File: src/common/nn_pkg.sv
`default_nettype none

package nn_pkg;

    ///////////////////////////////
    // sizes
    ///////////////////////////////

    localparam int NEURON_NUM       = 3;
    localparam int LAYER_NUM        = 4;
    localparam int WEIGHT_CELLS     = NEURON_NUM * NEURON_NUM;

    // cell widths in bits
    localparam int Z_WIDTH          = 10;
    localparam int ACT_WIDTH        = 8;
    localparam int DELTA_WIDTH      = 8;
    localparam int WEIGHT_WIDTH     = 16;
    localparam int LAYER_ADDR_WIDTH = 2;

    // learning rate as a right shift of a*delta
    localparam int LR_SHIFT         = 4;
    // hard sigmoid midpoint
    localparam int SIGMOID_BIAS     = 128;

    // zero-extended activation times signed delta
    localparam int PROD_WIDTH       = ACT_WIDTH + 1 + DELTA_WIDTH;
    // old weight minus shifted product, wide enough to never wrap
    localparam int DIFF_WIDTH       = WEIGHT_WIDTH + 2;

    ///////////////////////////////
    // types
    ///////////////////////////////

    typedef logic [LAYER_ADDR_WIDTH-1:0]          layer_t;
    // cell 0 sits in the low bits of every vector
    typedef logic [NEURON_NUM*Z_WIDTH-1:0]        z_vec_t;
    typedef logic [NEURON_NUM*ACT_WIDTH-1:0]      act_vec_t;
    typedef logic [NEURON_NUM*DELTA_WIDTH-1:0]    delta_vec_t;
    // cell (i, j) at index i*NEURON_NUM + j, i = delta neuron, j = activation neuron
    typedef logic [WEIGHT_CELLS*WEIGHT_WIDTH-1:0] weight_mat_t;

    // backward read response, tagged with its layer
    typedef struct packed {
        layer_t      layer;
        weight_mat_t weights;
    } w_rsp_t;

    // write-back request from the updater
    typedef struct packed {
        layer_t      layer;
        weight_mat_t weights;
    } wr_req_t;

    typedef enum logic {
        BW_IDLE,
        BW_WAIT_WRITE
    } bw_state_t;

endpackage

`default_nettype wire

File: src/hw/stream_fork.sv
`timescale 1ns/1ps
`default_nettype none

// one valid/ready source fanned out to BRANCHES consumers
// data bits are wired around the fork by the parent
module stream_fork #(
    parameter int BRANCHES = 2
) (
    input  logic                clk,
    input  logic                rst_n,

    input  logic                in_valid,
    output logic                in_ready,

    output logic [BRANCHES-1:0] out_valid,
    input  logic [BRANCHES-1:0] out_ready
);

    // branches that already took the current item
    logic [BRANCHES-1:0] taken;
    logic                in_fire;

    // a served branch drops valid until the whole item is done
    assign out_valid = {BRANCHES{in_valid}} & ~taken;

    // every branch is either served or taking it now
    assign in_ready = &(taken | out_ready);
    assign in_fire  = in_valid && in_ready;

    always_ff @(posedge clk) begin
        if (!rst_n) begin
            taken <= '0;
        end else if (in_fire) begin
            taken <= '0;
        end else begin
            taken <= taken | (out_valid & out_ready);
        end
    end

endmodule

`default_nettype wire

File: src/hw/activation_path.sv
`timescale 1ns/1ps
`default_nettype none

// z -> activation, hard sigmoid for hidden layers, truncation for layer 0
module activation_path (
    input  logic              clk,
    input  logic              rst_n,

    input  nn_pkg::z_vec_t    z,
    input  logic              z_valid,
    output logic              z_ready,

    input  nn_pkg::layer_t    sel_layer,
    input  logic              sel_valid,
    output logic              sel_ready,

    output nn_pkg::act_vec_t  a,
    output logic              a_valid,
    input  logic              a_ready,

    output logic              a_overflow
);

    logic             load_ok;
    logic             in_fire;
    logic             bypass;
    nn_pkg::act_vec_t a_next;
    logic             of_next;

    // output register is free or drained this cycle
    assign load_ok   = !a_valid || a_ready;

    // z and select are consumed together
    assign z_ready   = sel_valid && load_ok;
    assign sel_ready = z_valid && load_ok;
    assign in_fire   = z_valid && sel_valid && load_ok;

    // layer 0 sees raw inputs
    assign bypass    = (sel_layer == '0);

    always_comb begin
        logic [nn_pkg::Z_WIDTH-1:0] zc;
        logic signed [nn_pkg::Z_WIDTH:0] sig;

        a_next  = '0;
        of_next = 1'b0;
        for (int j = 0; j < nn_pkg::NEURON_NUM; j++) begin
            zc  = z[j*nn_pkg::Z_WIDTH +: nn_pkg::Z_WIDTH];
            sig = (signed'(zc) >>> 1) + (nn_pkg::Z_WIDTH+1)'(nn_pkg::SIGMOID_BIAS);
            if (bypass) begin
                a_next[j*nn_pkg::ACT_WIDTH +: nn_pkg::ACT_WIDTH] = zc[nn_pkg::ACT_WIDTH-1:0];
                // negative or above the activation range
                of_next = of_next | (|zc[nn_pkg::Z_WIDTH-1:nn_pkg::ACT_WIDTH]);
            end else if (sig[nn_pkg::Z_WIDTH]) begin
                a_next[j*nn_pkg::ACT_WIDTH +: nn_pkg::ACT_WIDTH] = '0;
            end else if (|sig[nn_pkg::Z_WIDTH-1:nn_pkg::ACT_WIDTH]) begin
                a_next[j*nn_pkg::ACT_WIDTH +: nn_pkg::ACT_WIDTH] = '1;
            end else begin
                a_next[j*nn_pkg::ACT_WIDTH +: nn_pkg::ACT_WIDTH] = sig[nn_pkg::ACT_WIDTH-1:0];
            end
        end
    end

    ///////////////////////////////
    // output register
    ///////////////////////////////

    always_ff @(posedge clk) begin
        if (!rst_n) begin
            a_valid <= 1'b0;
        end else if (in_fire) begin
            a_valid <= 1'b1;
        end else if (a_ready) begin
            a_valid <= 1'b0;
        end
    end

    always_ff @(posedge clk) begin
        if (in_fire) begin
            a          <= a_next;
            a_overflow <= of_next;
        end
    end

endmodule

`default_nettype wire

File: src/weight_update/weight_store.sv
`timescale 1ns/1ps
`default_nettype none

// one weight matrix per layer, two registered read ports, one write port
module weight_store (
    input  logic                clk,
    input  logic                rst_n,

    input  nn_pkg::layer_t      bw_layer,
    input  logic                bw_layer_valid,
    output logic                bw_layer_ready,

    output nn_pkg::w_rsp_t      bw_rsp,
    output logic                bw_rsp_valid,
    input  logic                bw_rsp_ready,

    input  nn_pkg::layer_t      fw_layer,
    input  logic                fw_layer_valid,
    output logic                fw_layer_ready,

    output nn_pkg::weight_mat_t fw_data,
    output logic                fw_data_valid,
    input  logic                fw_data_ready,

    input  nn_pkg::wr_req_t     wr,
    input  logic                wr_valid,
    output logic                wr_ready
);

    nn_pkg::weight_mat_t mem [nn_pkg::LAYER_NUM];
    nn_pkg::bw_state_t   bw_state;

    logic bw_fire;
    logic fw_fire;
    logic wr_fire;

    // a second backward read waits until the pending update is written back
    assign bw_layer_ready = (bw_state == nn_pkg::BW_IDLE) && (!bw_rsp_valid || bw_rsp_ready);
    assign fw_layer_ready = !fw_data_valid || fw_data_ready;
    assign wr_ready       = 1'b1;

    assign bw_fire = bw_layer_valid && bw_layer_ready;
    assign fw_fire = fw_layer_valid && fw_layer_ready;
    assign wr_fire = wr_valid && wr_ready;

    ///////////////////////////////
    // storage
    ///////////////////////////////

    // reads in the same edge still see the old row
    always_ff @(posedge clk) begin
        if (!rst_n) begin
            for (int r = 0; r < nn_pkg::LAYER_NUM; r++) begin
                mem[r] <= '0;
            end
        end else if (wr_fire) begin
            mem[wr.layer] <= wr.weights;
        end
    end

    ///////////////////////////////
    // backward port
    ///////////////////////////////

    always_ff @(posedge clk) begin
        if (!rst_n) begin
            bw_state     <= nn_pkg::BW_IDLE;
            bw_rsp_valid <= 1'b0;
        end else begin
            if (wr_fire) begin
                bw_state <= nn_pkg::BW_IDLE;
            end else if (bw_fire) begin
                bw_state <= nn_pkg::BW_WAIT_WRITE;
            end
            if (bw_fire) begin
                bw_rsp_valid <= 1'b1;
            end else if (bw_rsp_ready) begin
                bw_rsp_valid <= 1'b0;
            end
        end
    end

    always_ff @(posedge clk) begin
        if (bw_fire) begin
            bw_rsp.layer   <= bw_layer;
            bw_rsp.weights <= mem[bw_layer];
        end
    end

    ///////////////////////////////
    // forward port
    ///////////////////////////////

    always_ff @(posedge clk) begin
        if (!rst_n) begin
            fw_data_valid <= 1'b0;
        end else if (fw_fire) begin
            fw_data_valid <= 1'b1;
        end else if (fw_data_ready) begin
            fw_data_valid <= 1'b0;
        end
    end

    always_ff @(posedge clk) begin
        if (fw_fire) begin
            fw_data <= mem[fw_layer];
        end
    end

endmodule

`default_nettype wire

File: src/weight_update/weight_updater.sv
`timescale 1ns/1ps
`default_nettype none

// w_new(i, j) = sat(w_old(i, j) - ((a[j] * delta[i]) >>> LR_SHIFT))
module weight_updater (
    input  logic               clk,
    input  logic               rst_n,

    input  nn_pkg::act_vec_t   a,
    input  logic               a_valid,
    output logic               a_ready,

    input  nn_pkg::delta_vec_t delta,
    input  logic               delta_valid,
    output logic               delta_ready,

    input  nn_pkg::w_rsp_t     w_old,
    input  logic               w_old_valid,
    output logic               w_old_ready,

    output nn_pkg::wr_req_t    result,
    output logic               result_valid,
    input  logic               result_ready,

    output logic               saturated
);

    logic                load_ok;
    logic                join_fire;
    nn_pkg::weight_mat_t w_next;
    logic                sat_next;

    assign load_ok = !result_valid || result_ready;

    // three-way join, each ready waits for the other two valids
    assign a_ready     = delta_valid && w_old_valid && load_ok;
    assign delta_ready = a_valid && w_old_valid && load_ok;
    assign w_old_ready = a_valid && delta_valid && load_ok;
    assign join_fire   = a_valid && delta_valid && w_old_valid && load_ok;

    ///////////////////////////////
    // update arithmetic
    ///////////////////////////////

    always_comb begin
        logic signed [nn_pkg::ACT_WIDTH:0]      a_s;
        logic signed [nn_pkg::DELTA_WIDTH-1:0]  d_s;
        logic signed [nn_pkg::WEIGHT_WIDTH-1:0] w_s;
        logic signed [nn_pkg::PROD_WIDTH-1:0]   prod;
        logic signed [nn_pkg::DIFF_WIDTH-1:0]   diff;
        int                                     idx;

        w_next   = '0;
        sat_next = 1'b0;
        for (int i = 0; i < nn_pkg::NEURON_NUM; i++) begin
            for (int j = 0; j < nn_pkg::NEURON_NUM; j++) begin
                idx  = i * nn_pkg::NEURON_NUM + j;
                // activation is unsigned, keep it positive in the product
                a_s  = {1'b0, a[j*nn_pkg::ACT_WIDTH +: nn_pkg::ACT_WIDTH]};
                d_s  = delta[i*nn_pkg::DELTA_WIDTH +: nn_pkg::DELTA_WIDTH];
                w_s  = w_old.weights[idx*nn_pkg::WEIGHT_WIDTH +: nn_pkg::WEIGHT_WIDTH];
                prod = a_s * d_s;
                diff = w_s - (prod >>> nn_pkg::LR_SHIFT);
                // upper bits not a plain sign extension means out of range
                if (diff[nn_pkg::DIFF_WIDTH-1:nn_pkg::WEIGHT_WIDTH-1] !=
                    {(nn_pkg::DIFF_WIDTH-nn_pkg::WEIGHT_WIDTH+1){diff[nn_pkg::DIFF_WIDTH-1]}}) begin
                    w_next[idx*nn_pkg::WEIGHT_WIDTH +: nn_pkg::WEIGHT_WIDTH] =
                        {diff[nn_pkg::DIFF_WIDTH-1],
                         {(nn_pkg::WEIGHT_WIDTH-1){~diff[nn_pkg::DIFF_WIDTH-1]}}};
                    sat_next = 1'b1;
                end else begin
                    w_next[idx*nn_pkg::WEIGHT_WIDTH +: nn_pkg::WEIGHT_WIDTH] =
                        diff[nn_pkg::WEIGHT_WIDTH-1:0];
                end
            end
        end
    end

    ///////////////////////////////
    // result register
    ///////////////////////////////

    always_ff @(posedge clk) begin
        if (!rst_n) begin
            result_valid <= 1'b0;
        end else if (join_fire) begin
            result_valid <= 1'b1;
        end else if (result_ready) begin
            result_valid <= 1'b0;
        end
    end

    always_ff @(posedge clk) begin
        if (join_fire) begin
            result.layer   <= w_old.layer;
            result.weights <= w_next;
            saturated      <= sat_next;
        end
    end

endmodule

`default_nettype wire

File: src/hw/weight_controller.sv
`timescale 1ns/1ps
`default_nettype none

module weight_controller (
    input  logic                clk,
    input  logic                rst_n,

    // backward pass layer
    input  nn_pkg::layer_t      layer_bw,
    input  logic                layer_bw_valid,
    output logic                layer_bw_ready,
    // forward pass layer
    input  nn_pkg::layer_t      layer_fw,
    input  logic                layer_fw_valid,
    output logic                layer_fw_ready,

    input  nn_pkg::z_vec_t      z,
    input  logic                z_valid,
    output logic                z_ready,

    input  nn_pkg::delta_vec_t  delta,
    input  logic                delta_valid,
    output logic                delta_ready,

    output nn_pkg::weight_mat_t w_fw,
    output logic                w_fw_valid,
    input  logic                w_fw_ready,

    output nn_pkg::weight_mat_t w_bw,
    output logic                w_bw_valid,
    input  logic                w_bw_ready,

    // sticky overflow / saturation flag
    output logic                error
);

    // fork branch 0 feeds the store, branch 1 the activation select
    logic [1:0] layer_valid;
    logic [1:0] layer_ready;
    // fork branch 0 feeds the updater, branch 1 the w_bw output
    logic [1:0] wgt_valid;
    logic [1:0] wgt_ready;

    nn_pkg::w_rsp_t   bw_rsp;
    logic             bw_rsp_valid;
    logic             bw_rsp_ready;

    nn_pkg::act_vec_t a;
    logic             a_valid;
    logic             a_ready;
    logic             a_overflow;

    nn_pkg::wr_req_t  wr;
    logic             wr_valid;
    logic             wr_ready;
    logic             saturated;

    stream_fork #(.BRANCHES(2)) u_layer_fork (
        .clk      (clk           ),
        .rst_n    (rst_n         ),
        .in_valid (layer_bw_valid),
        .in_ready (layer_bw_ready),
        .out_valid(layer_valid   ),
        .out_ready(layer_ready   )
    );

    activation_path u_activation_path (
        .clk       (clk           ),
        .rst_n     (rst_n         ),
        .z         (z             ),
        .z_valid   (z_valid       ),
        .z_ready   (z_ready       ),
        .sel_layer (layer_bw      ),
        .sel_valid (layer_valid[1]),
        .sel_ready (layer_ready[1]),
        .a         (a             ),
        .a_valid   (a_valid       ),
        .a_ready   (a_ready       ),
        .a_overflow(a_overflow    )
    );

    weight_store u_weight_store (
        .clk           (clk           ),
        .rst_n         (rst_n         ),
        .bw_layer      (layer_bw      ),
        .bw_layer_valid(layer_valid[0]),
        .bw_layer_ready(layer_ready[0]),
        .bw_rsp        (bw_rsp        ),
        .bw_rsp_valid  (bw_rsp_valid  ),
        .bw_rsp_ready  (bw_rsp_ready  ),
        .fw_layer      (layer_fw      ),
        .fw_layer_valid(layer_fw_valid),
        .fw_layer_ready(layer_fw_ready),
        .fw_data       (w_fw          ),
        .fw_data_valid (w_fw_valid    ),
        .fw_data_ready (w_fw_ready    ),
        .wr            (wr            ),
        .wr_valid      (wr_valid      ),
        .wr_ready      (wr_ready      )
    );

    stream_fork #(.BRANCHES(2)) u_weight_fork (
        .clk      (clk         ),
        .rst_n    (rst_n       ),
        .in_valid (bw_rsp_valid),
        .in_ready (bw_rsp_ready),
        .out_valid(wgt_valid   ),
        .out_ready(wgt_ready   )
    );

    weight_updater u_weight_updater (
        .clk         (clk         ),
        .rst_n       (rst_n       ),
        .a           (a           ),
        .a_valid     (a_valid     ),
        .a_ready     (a_ready     ),
        .delta       (delta       ),
        .delta_valid (delta_valid ),
        .delta_ready (delta_ready ),
        .w_old       (bw_rsp      ),
        .w_old_valid (wgt_valid[0]),
        .w_old_ready (wgt_ready[0]),
        .result      (wr          ),
        .result_valid(wr_valid    ),
        .result_ready(wr_ready    ),
        .saturated   (saturated   )
    );

    ///////////////////////////////
    // outputs
    ///////////////////////////////

    assign w_bw         = bw_rsp.weights;
    assign w_bw_valid   = wgt_valid[1];
    assign wgt_ready[1] = w_bw_ready;

    // flags count only when their item is actually transferred
    always_ff @(posedge clk) begin
        if (!rst_n) begin
            error <= 1'b0;
        end else if ((a_valid && a_ready && a_overflow) ||
                     (wr_valid && wr_ready && saturated)) begin
            error <= 1'b1;
        end
    end

endmodule

`default_nettype wire

File: config.mk
export PLATFORM = sky130hd
export DESIGN_NAME = weight_controller
export DESIGN_NICKNAME = d
export VERILOG_FILES = /design/src/common/nn_pkg.sv /design/src/hw/stream_fork.sv /design/src/hw/activation_path.sv /design/src/weight_update/weight_store.sv /design/src/weight_update/weight_updater.sv /design/src/hw/weight_controller.sv
export SDC_FILE = /design/constraint.sdc
export NUM_CORES = 2
export LEC_CHECK = 0
export BUFFER_PORTS_ARGS = -buffer_cell sky130_fd_sc_hd__buf_2
export CAP_MARGIN = 30
export CORE_ASPECT_RATIO = 1.75
export CORE_MARGIN = 4
export CORE_UTILIZATION = 65
export CTS_BUF_LIST = sky130_fd_sc_hd__clkbuf_16
export CTS_CLUSTER_DIAMETER = 80
export DETAILED_ROUTE_END_ITERATION = 6
export PLACE_DENSITY = 0.88
export SYNTH_ARGS = -nofsm -noshare
export SYNTH_HDL_FRONTEND = slang
export SYNTH_SLANG_ARGS = --single-unit
File: constraint.sdc
create_clock -name clk -period 27.7 [get_ports clk]
set_input_delay 6.925 -clock clk [delete_from_list [all_inputs] [get_ports clk]]
set_output_delay 6.925 -clock clk [all_outputs]
set_load 0.02 [all_outputs]
* Yosys cells after proc, flatten, opt, wreduce, memory -nomap -nowiden
Memories as Yosys holds them, arrays and structs flattened. A register that Yosys moved wholly into a read port is not among the register bits. Cells that the tools add are included.
Word-level totals: register bits after elaboration 184, RAM bits 576, input bits 66, logic and storage cells 144, memories 1
Memory list:
- u_weight_store.mem | depth 4, bits a word 144, read ports 2, clocked after Yosys merged registers in 2, write ports 4, line weight_store.sv:30 | nn_pkg::weight_mat_t mem [nn_pkg::LAYER_NUM];
Operators by class: add/sub/neg operators 12, multiply operators 9, equal/unequal tests 9, mux-type cells 36, bitwise operators 23, reductions and logical operators 40
Operators by type and width (count):
- $mul 9x8->17 | 9
- $sub 16x13->17 | 9
- $mux 144 | 1
- $mux 16 | 9
- $reduce_or 144->1 | 1
- $mux 8 | 9
- $add 9x9->10 const B | 3
- $ne 2x2->1 | 9
- $reduce_or 2->1 | 9
- $logic_and 1x1->1 | 16
- $mux 1 | 16
- $not 1->1 | 11
- $and 2x2->2 | 4
- $or 2x2->2 | 4
- $reduce_or 8->1 | 1
- $reduce_bool 2->1 | 3
- $logic_or 1x1->1 | 4
- $not 2->2 | 2
- $reduce_and 2->1 | 2
- $logic_not 1->1 | 3
- $logic_not 2->1 | 1
- $mux 2 | 1
- $or 1x1->1 | 2

* Depth between registers and ports, before layout
depth after elaboration 9, gate-level depth with buffers 34

* By module
Synthesis repeated with hierarchy kept, for this count alone.
Unflattened totals: cells, all modules 5540, area, all modules 70042.2 um^2
By module, submodules not included:
- weight_store | times used 1, cells each 1900, area an instance 37095.6 um^2, seq. area each 26065.0 um^2
- weight_updater | times used 1, cells each 3487, area an instance 31248.7 um^2, seq. area each 4434.3 um^2
- activation_path | times used 1, cells each 127, area an instance 1461.4 um^2, seq. area each 770.7 um^2
- stream_fork | times used 2, cells each 11, area an instance 98.8 um^2, seq. area each 40.0 um^2
- weight_controller | times used 1, cells each 4, area an instance 38.8 um^2, seq. area each 20.0 um^2

* Least setup slack after synthesis
Ideal clock, no wire load.
path kind input-to-output, from in delta_valid, to out layer_bw_ready, arrival 7669 ps, slack 13106 ps, cell stages on the path 5, buffers on the path 0, cells stage by stage a21oi_1 -> o21ai_0 -> nor2b_1 -> nor2_1 -> nor2_1
Between the ends: longest elaborated chain between the ends 7, elaborated cells on any way between the ends 10, those cells by class 2 x bitwise; 8 x reduce/logical
Ends and longest elaborated chain:
- start, declared | line weight_controller.sv:22 | input logic delta_valid,
- $logic_and 1x1->1 | line weight_updater.sv:38 | assign w_old_ready = a_valid && delta_valid && load_ok;
- $or 2x2->2 | line stream_fork.sv:27 | assign in_ready = &(taken | out_ready);
- $reduce_and 2->1 | line stream_fork.sv:27
- $logic_or 1x1->1 | line weight_store.sv:38 | assign bw_layer_ready = (bw_state == nn_pkg::BW_IDLE) && (!bw_rsp_valid || bw_rsp_ready);
- $logic_and 1x1->1 | line weight_store.sv:38
- $or 2x2->2 * | line stream_fork.sv:27
- $reduce_and 2->1 * | line stream_fork.sv:27
- end, declared | line weight_controller.sv:11 | output logic layer_bw_ready,
Every way passes the cells marked *; elsewhere a longest branch is shown, timed or not.

* Final worst setup path
Ends and elaborated chain as after synthesis.

==> impl_results.md <==
* Status: finished clean
* Non-filler instance count after layout at 7213
* Synthesized instance count at 5647
* Crit path DAT at between 7 and 8 ns
* Initial antenna violation count at 17
* Setup bufs post-CTS at 0
* Synth cell types at 86
* DIE AREA at around 0.11 mm2
* Final setup vio count at 0
* DR vias/cell at around 6.4
* Clock latency on the worst-skew pair at 0.73 ns
* Die W at 257 um
* HP Class: register to register
* Antenna-violating nets left at 0
* Commonest cells post-synth: 1038 x edfxtp_1, 787 x and2_1, 595 x inv_1, 509 x ha_1, 333 x fa_1
* Cell taking the most area after synthesis: edfxtp_1
* Net count, final at ~6700
* Grt ovf at 0
* Fraction of registers with async set/reset at 0%
* Placed insts at between 7000 and 8000
* Number of synthesized flops with an enable pin at between 1000 and 1500
* Synthesized area per cell at between 10 and 15 um2
* Clk sink count at ~1000
* Dpl hpwl at 121000 um
* Max-slew headroom at around 18%
* Yosys warnings at 0
* Crit path capture type: output port
* Routability congestion estimate at about 0.93
* Max Clock Freq at ~67 MHz
* Syn nets at roughly 6600
* Worst Path Max Fanout at 4
* Number of port buffers at 360
* Ratio of final minimum period to clock period at between 50 and 60%
* Initial Util at between 60% and 70%
* Placeable Area at between 0.1 and 0.15 mm2
* CTS tree: done
* Critical path type: primary input to output port
* Clk slew on worst S/H paths at 0.07 ns
* Tmin final at between 10 and 15 ns
* Largest net degree at the start of global routing at 146
* Clock Tree Buf Depth at 3
* Final Hold Viols at 0
* Most common cell in the netlist: edfxtp_1
* Pre-antenna DRT Iters at 6
* Required arrival time at the worst endpoint at just over 20 ns
* Clock H-tree levels at 3
* Share of cells above drive strength 1 at between 10% and 20%
* Number of buffers created by CTS at 95
* Io pins at between 300 and 400
* Synthesized area at a little over 0.07 mm2
* Final Skew at around 0.055 ns
* Worst Max-Slew Pin Slew at roughly 1.2 ns
* WL/cell at about 25 um
* Die Span Y at roughly 440 um
* Vias in the first global route at 48900
* Vias post-DR at between 40000 and 50000
* Startpoint types: primary input
* Initial drt markers at between 3000 and 4000
* RSZ-0062 raised after global routing: no
* CTS resizes at 0
* Yosys reg bits at between 1000 and 1500
* Post-Route WL at around 180000 um
* Max Slew Vio Count at 0
* Hold_buf cts at 0
* Max-cap violations at 0
* Synth top area cells: edfxtp_1 44%, fa_1 9.5%, mux4_2 9.2%
* Fin util at a little over two thirds
* Row cnt at 159
* First-pass GRT wire length at approximately 270000 um
* Syn-to-layout area delta at 7.49%
* Top cell type's share of synthesized area at 44.3%
* Clk root buf: clkbuf_16
* Power per cell area at between 80 and 90 mW/mm2
* Peak supply drop at approximately 73 uV
* Sequential area share after synthesis at 44.6%
* Lkg Pwr at 32.2 nW
* Gr usage total at a little under a third
* DRC violations left at 0
* TNS Setup at 0 ns
* Top FF cell, synth: edfxtp_1
## power breakdown
part | leakage, nW | internal (mW) | switching [mW]
logic | 20.2 | 1.35 | 1.88
clock network | 1.61 | 0.739 | 0.625
registers | 10.4 | 1.94 | 0.0716
total | 32.2 | 4.03 | 2.57
## worst paths after layout
path | cells past startpoint | slack [ns] | start | to
min | 0 | 0.43 | u_weight_store.bw_rsp[145] | u_weight_updater.result[145]
max reg2reg | 31 | 19.27 | u_activation_path.a[2] | u_weight_updater.saturated
max | 7 | 12.87 | delta_valid | layer_bw_ready
min reg2reg | 0 | 0.43 | u_weight_store.bw_rsp[145] | u_weight_updater.result[145]
## metrics by stage
stage / hold slack (ns) / total power [mW] / setup WS, ns / instance area, um2
after global routing: 0.431 / 7.04 / 12.58 / 75600
after global placement: 0.400 / 5.10 / 12.55 / 72300
after CTS: 0.429 / 6.59 / 12.87 / 75600
final: 0.425 / 6.61 / 12.87 / 75700
after floorplan: 0.400 / 4.49 / 13.11 / 70400
after detailed placement: 0.407 / 5.21 / 12.40 / 72400
## worst max-delay path: stages
cell	delay (ns)
buf_2	0.11
a21oi_1	0.08
o21ai_0	0.22
nor2b_1	0.21
nor2_1	0.05
nor2_1	0.11
buf_2	0.18
## layer usage
layer  part of all wire, %  GRT usage, %  up-vias  wire [um]
li1                      -             -    19900          -
met1                    34          36.4    23100      60000
met2                    51          55.2     2309      91600
met3                   9.4          6.72      521      16700
met4                   5.5          16.0       16       9780
met5                 0.050             0        -         89
## cell type report
type / count / area [um2]
fill: 7073 / 31800
clock inverter: 80 / 800
multi-input combinational: 3598 / 34800
sequential: 1048 / 31400
clock buffer: 95 / 2380
inverter: 598 / 2240
timing repair buffer: 413 / 2360
antenna: 13 / 32.5
tap: 1368 / 1710
## cells in the final DEF, fill, tap and decap left out, types with 10 or more instances in the layout
cell type,netlist,layout
a211oi_1,18,18
and3_1,160,160
nand3_1,26,26
clkbuf_16,0,95
nor3_1,40,39
o41ai_1,10,10
edfxtp_1,1038,1038
a21o_1,76,76
buf_4,146,46
nand2b_1,53,50
nor2b_1,34,34
bufinv_16,0,11
or2_2,12,12
nand2_1,224,223
xnor2_1,119,119
a21oi_1,141,141
xor2_1,95,95
o31a_1,10,10
o21a_1,42,42
o31ai_1,46,46
nor2_1,194,192
a31oi_1,18,18
or3_1,20,20
inv_1,595,610
clkinv_2,0,15
buf_2,5,355
o21bai_1,40,40
and2_1,787,786
o21ai_0,172,172
clkinv_1,3,21
ha_1,509,509
o21ai_1,14,14
mux4_2,288,288
fa_1,333,333
diode_2,0,13
## sequential cells by signal (all words and copies together) (netlist names)
| register | cells |
|---|---|
| error | 1 |
| u_activation_path.a | 24 |
| u_activation_path.a_overflow | 1 |
| u_activation_path.a_valid | 1 |
| u_layer_fork.taken | 2 |
| u_weight_fork.taken | 2 |
| u_weight_store.bw_rsp | 146 |
| u_weight_store.bw_rsp_valid | 1 |
| u_weight_store.bw_state | 1 |
| u_weight_store.fw_data | 144 |
| u_weight_store.fw_data_valid | 1 |
| u_weight_store.mem | 576 |
| u_weight_updater.result | 146 |
| u_weight_updater.result_valid | 1 |
| u_weight_updater.saturated | 1 |
## logic make-up (layout without fill, tap and decap cells)
kind of cell    Yosys count  count (layout)  synth area share, %
xor+xnor                218             218                 2.76
compound gates          644             644                 5.95
mux                     297             297                 9.35
buf+inv                1001            1186                 6.15
fa+ha+maj               851             851                 18.6
other cells               0              13                    0
simple gates           1588            1588                 12.6
flops                  1048            1048                 44.6
Note: power is estimated with default switching activity, not from simulation.
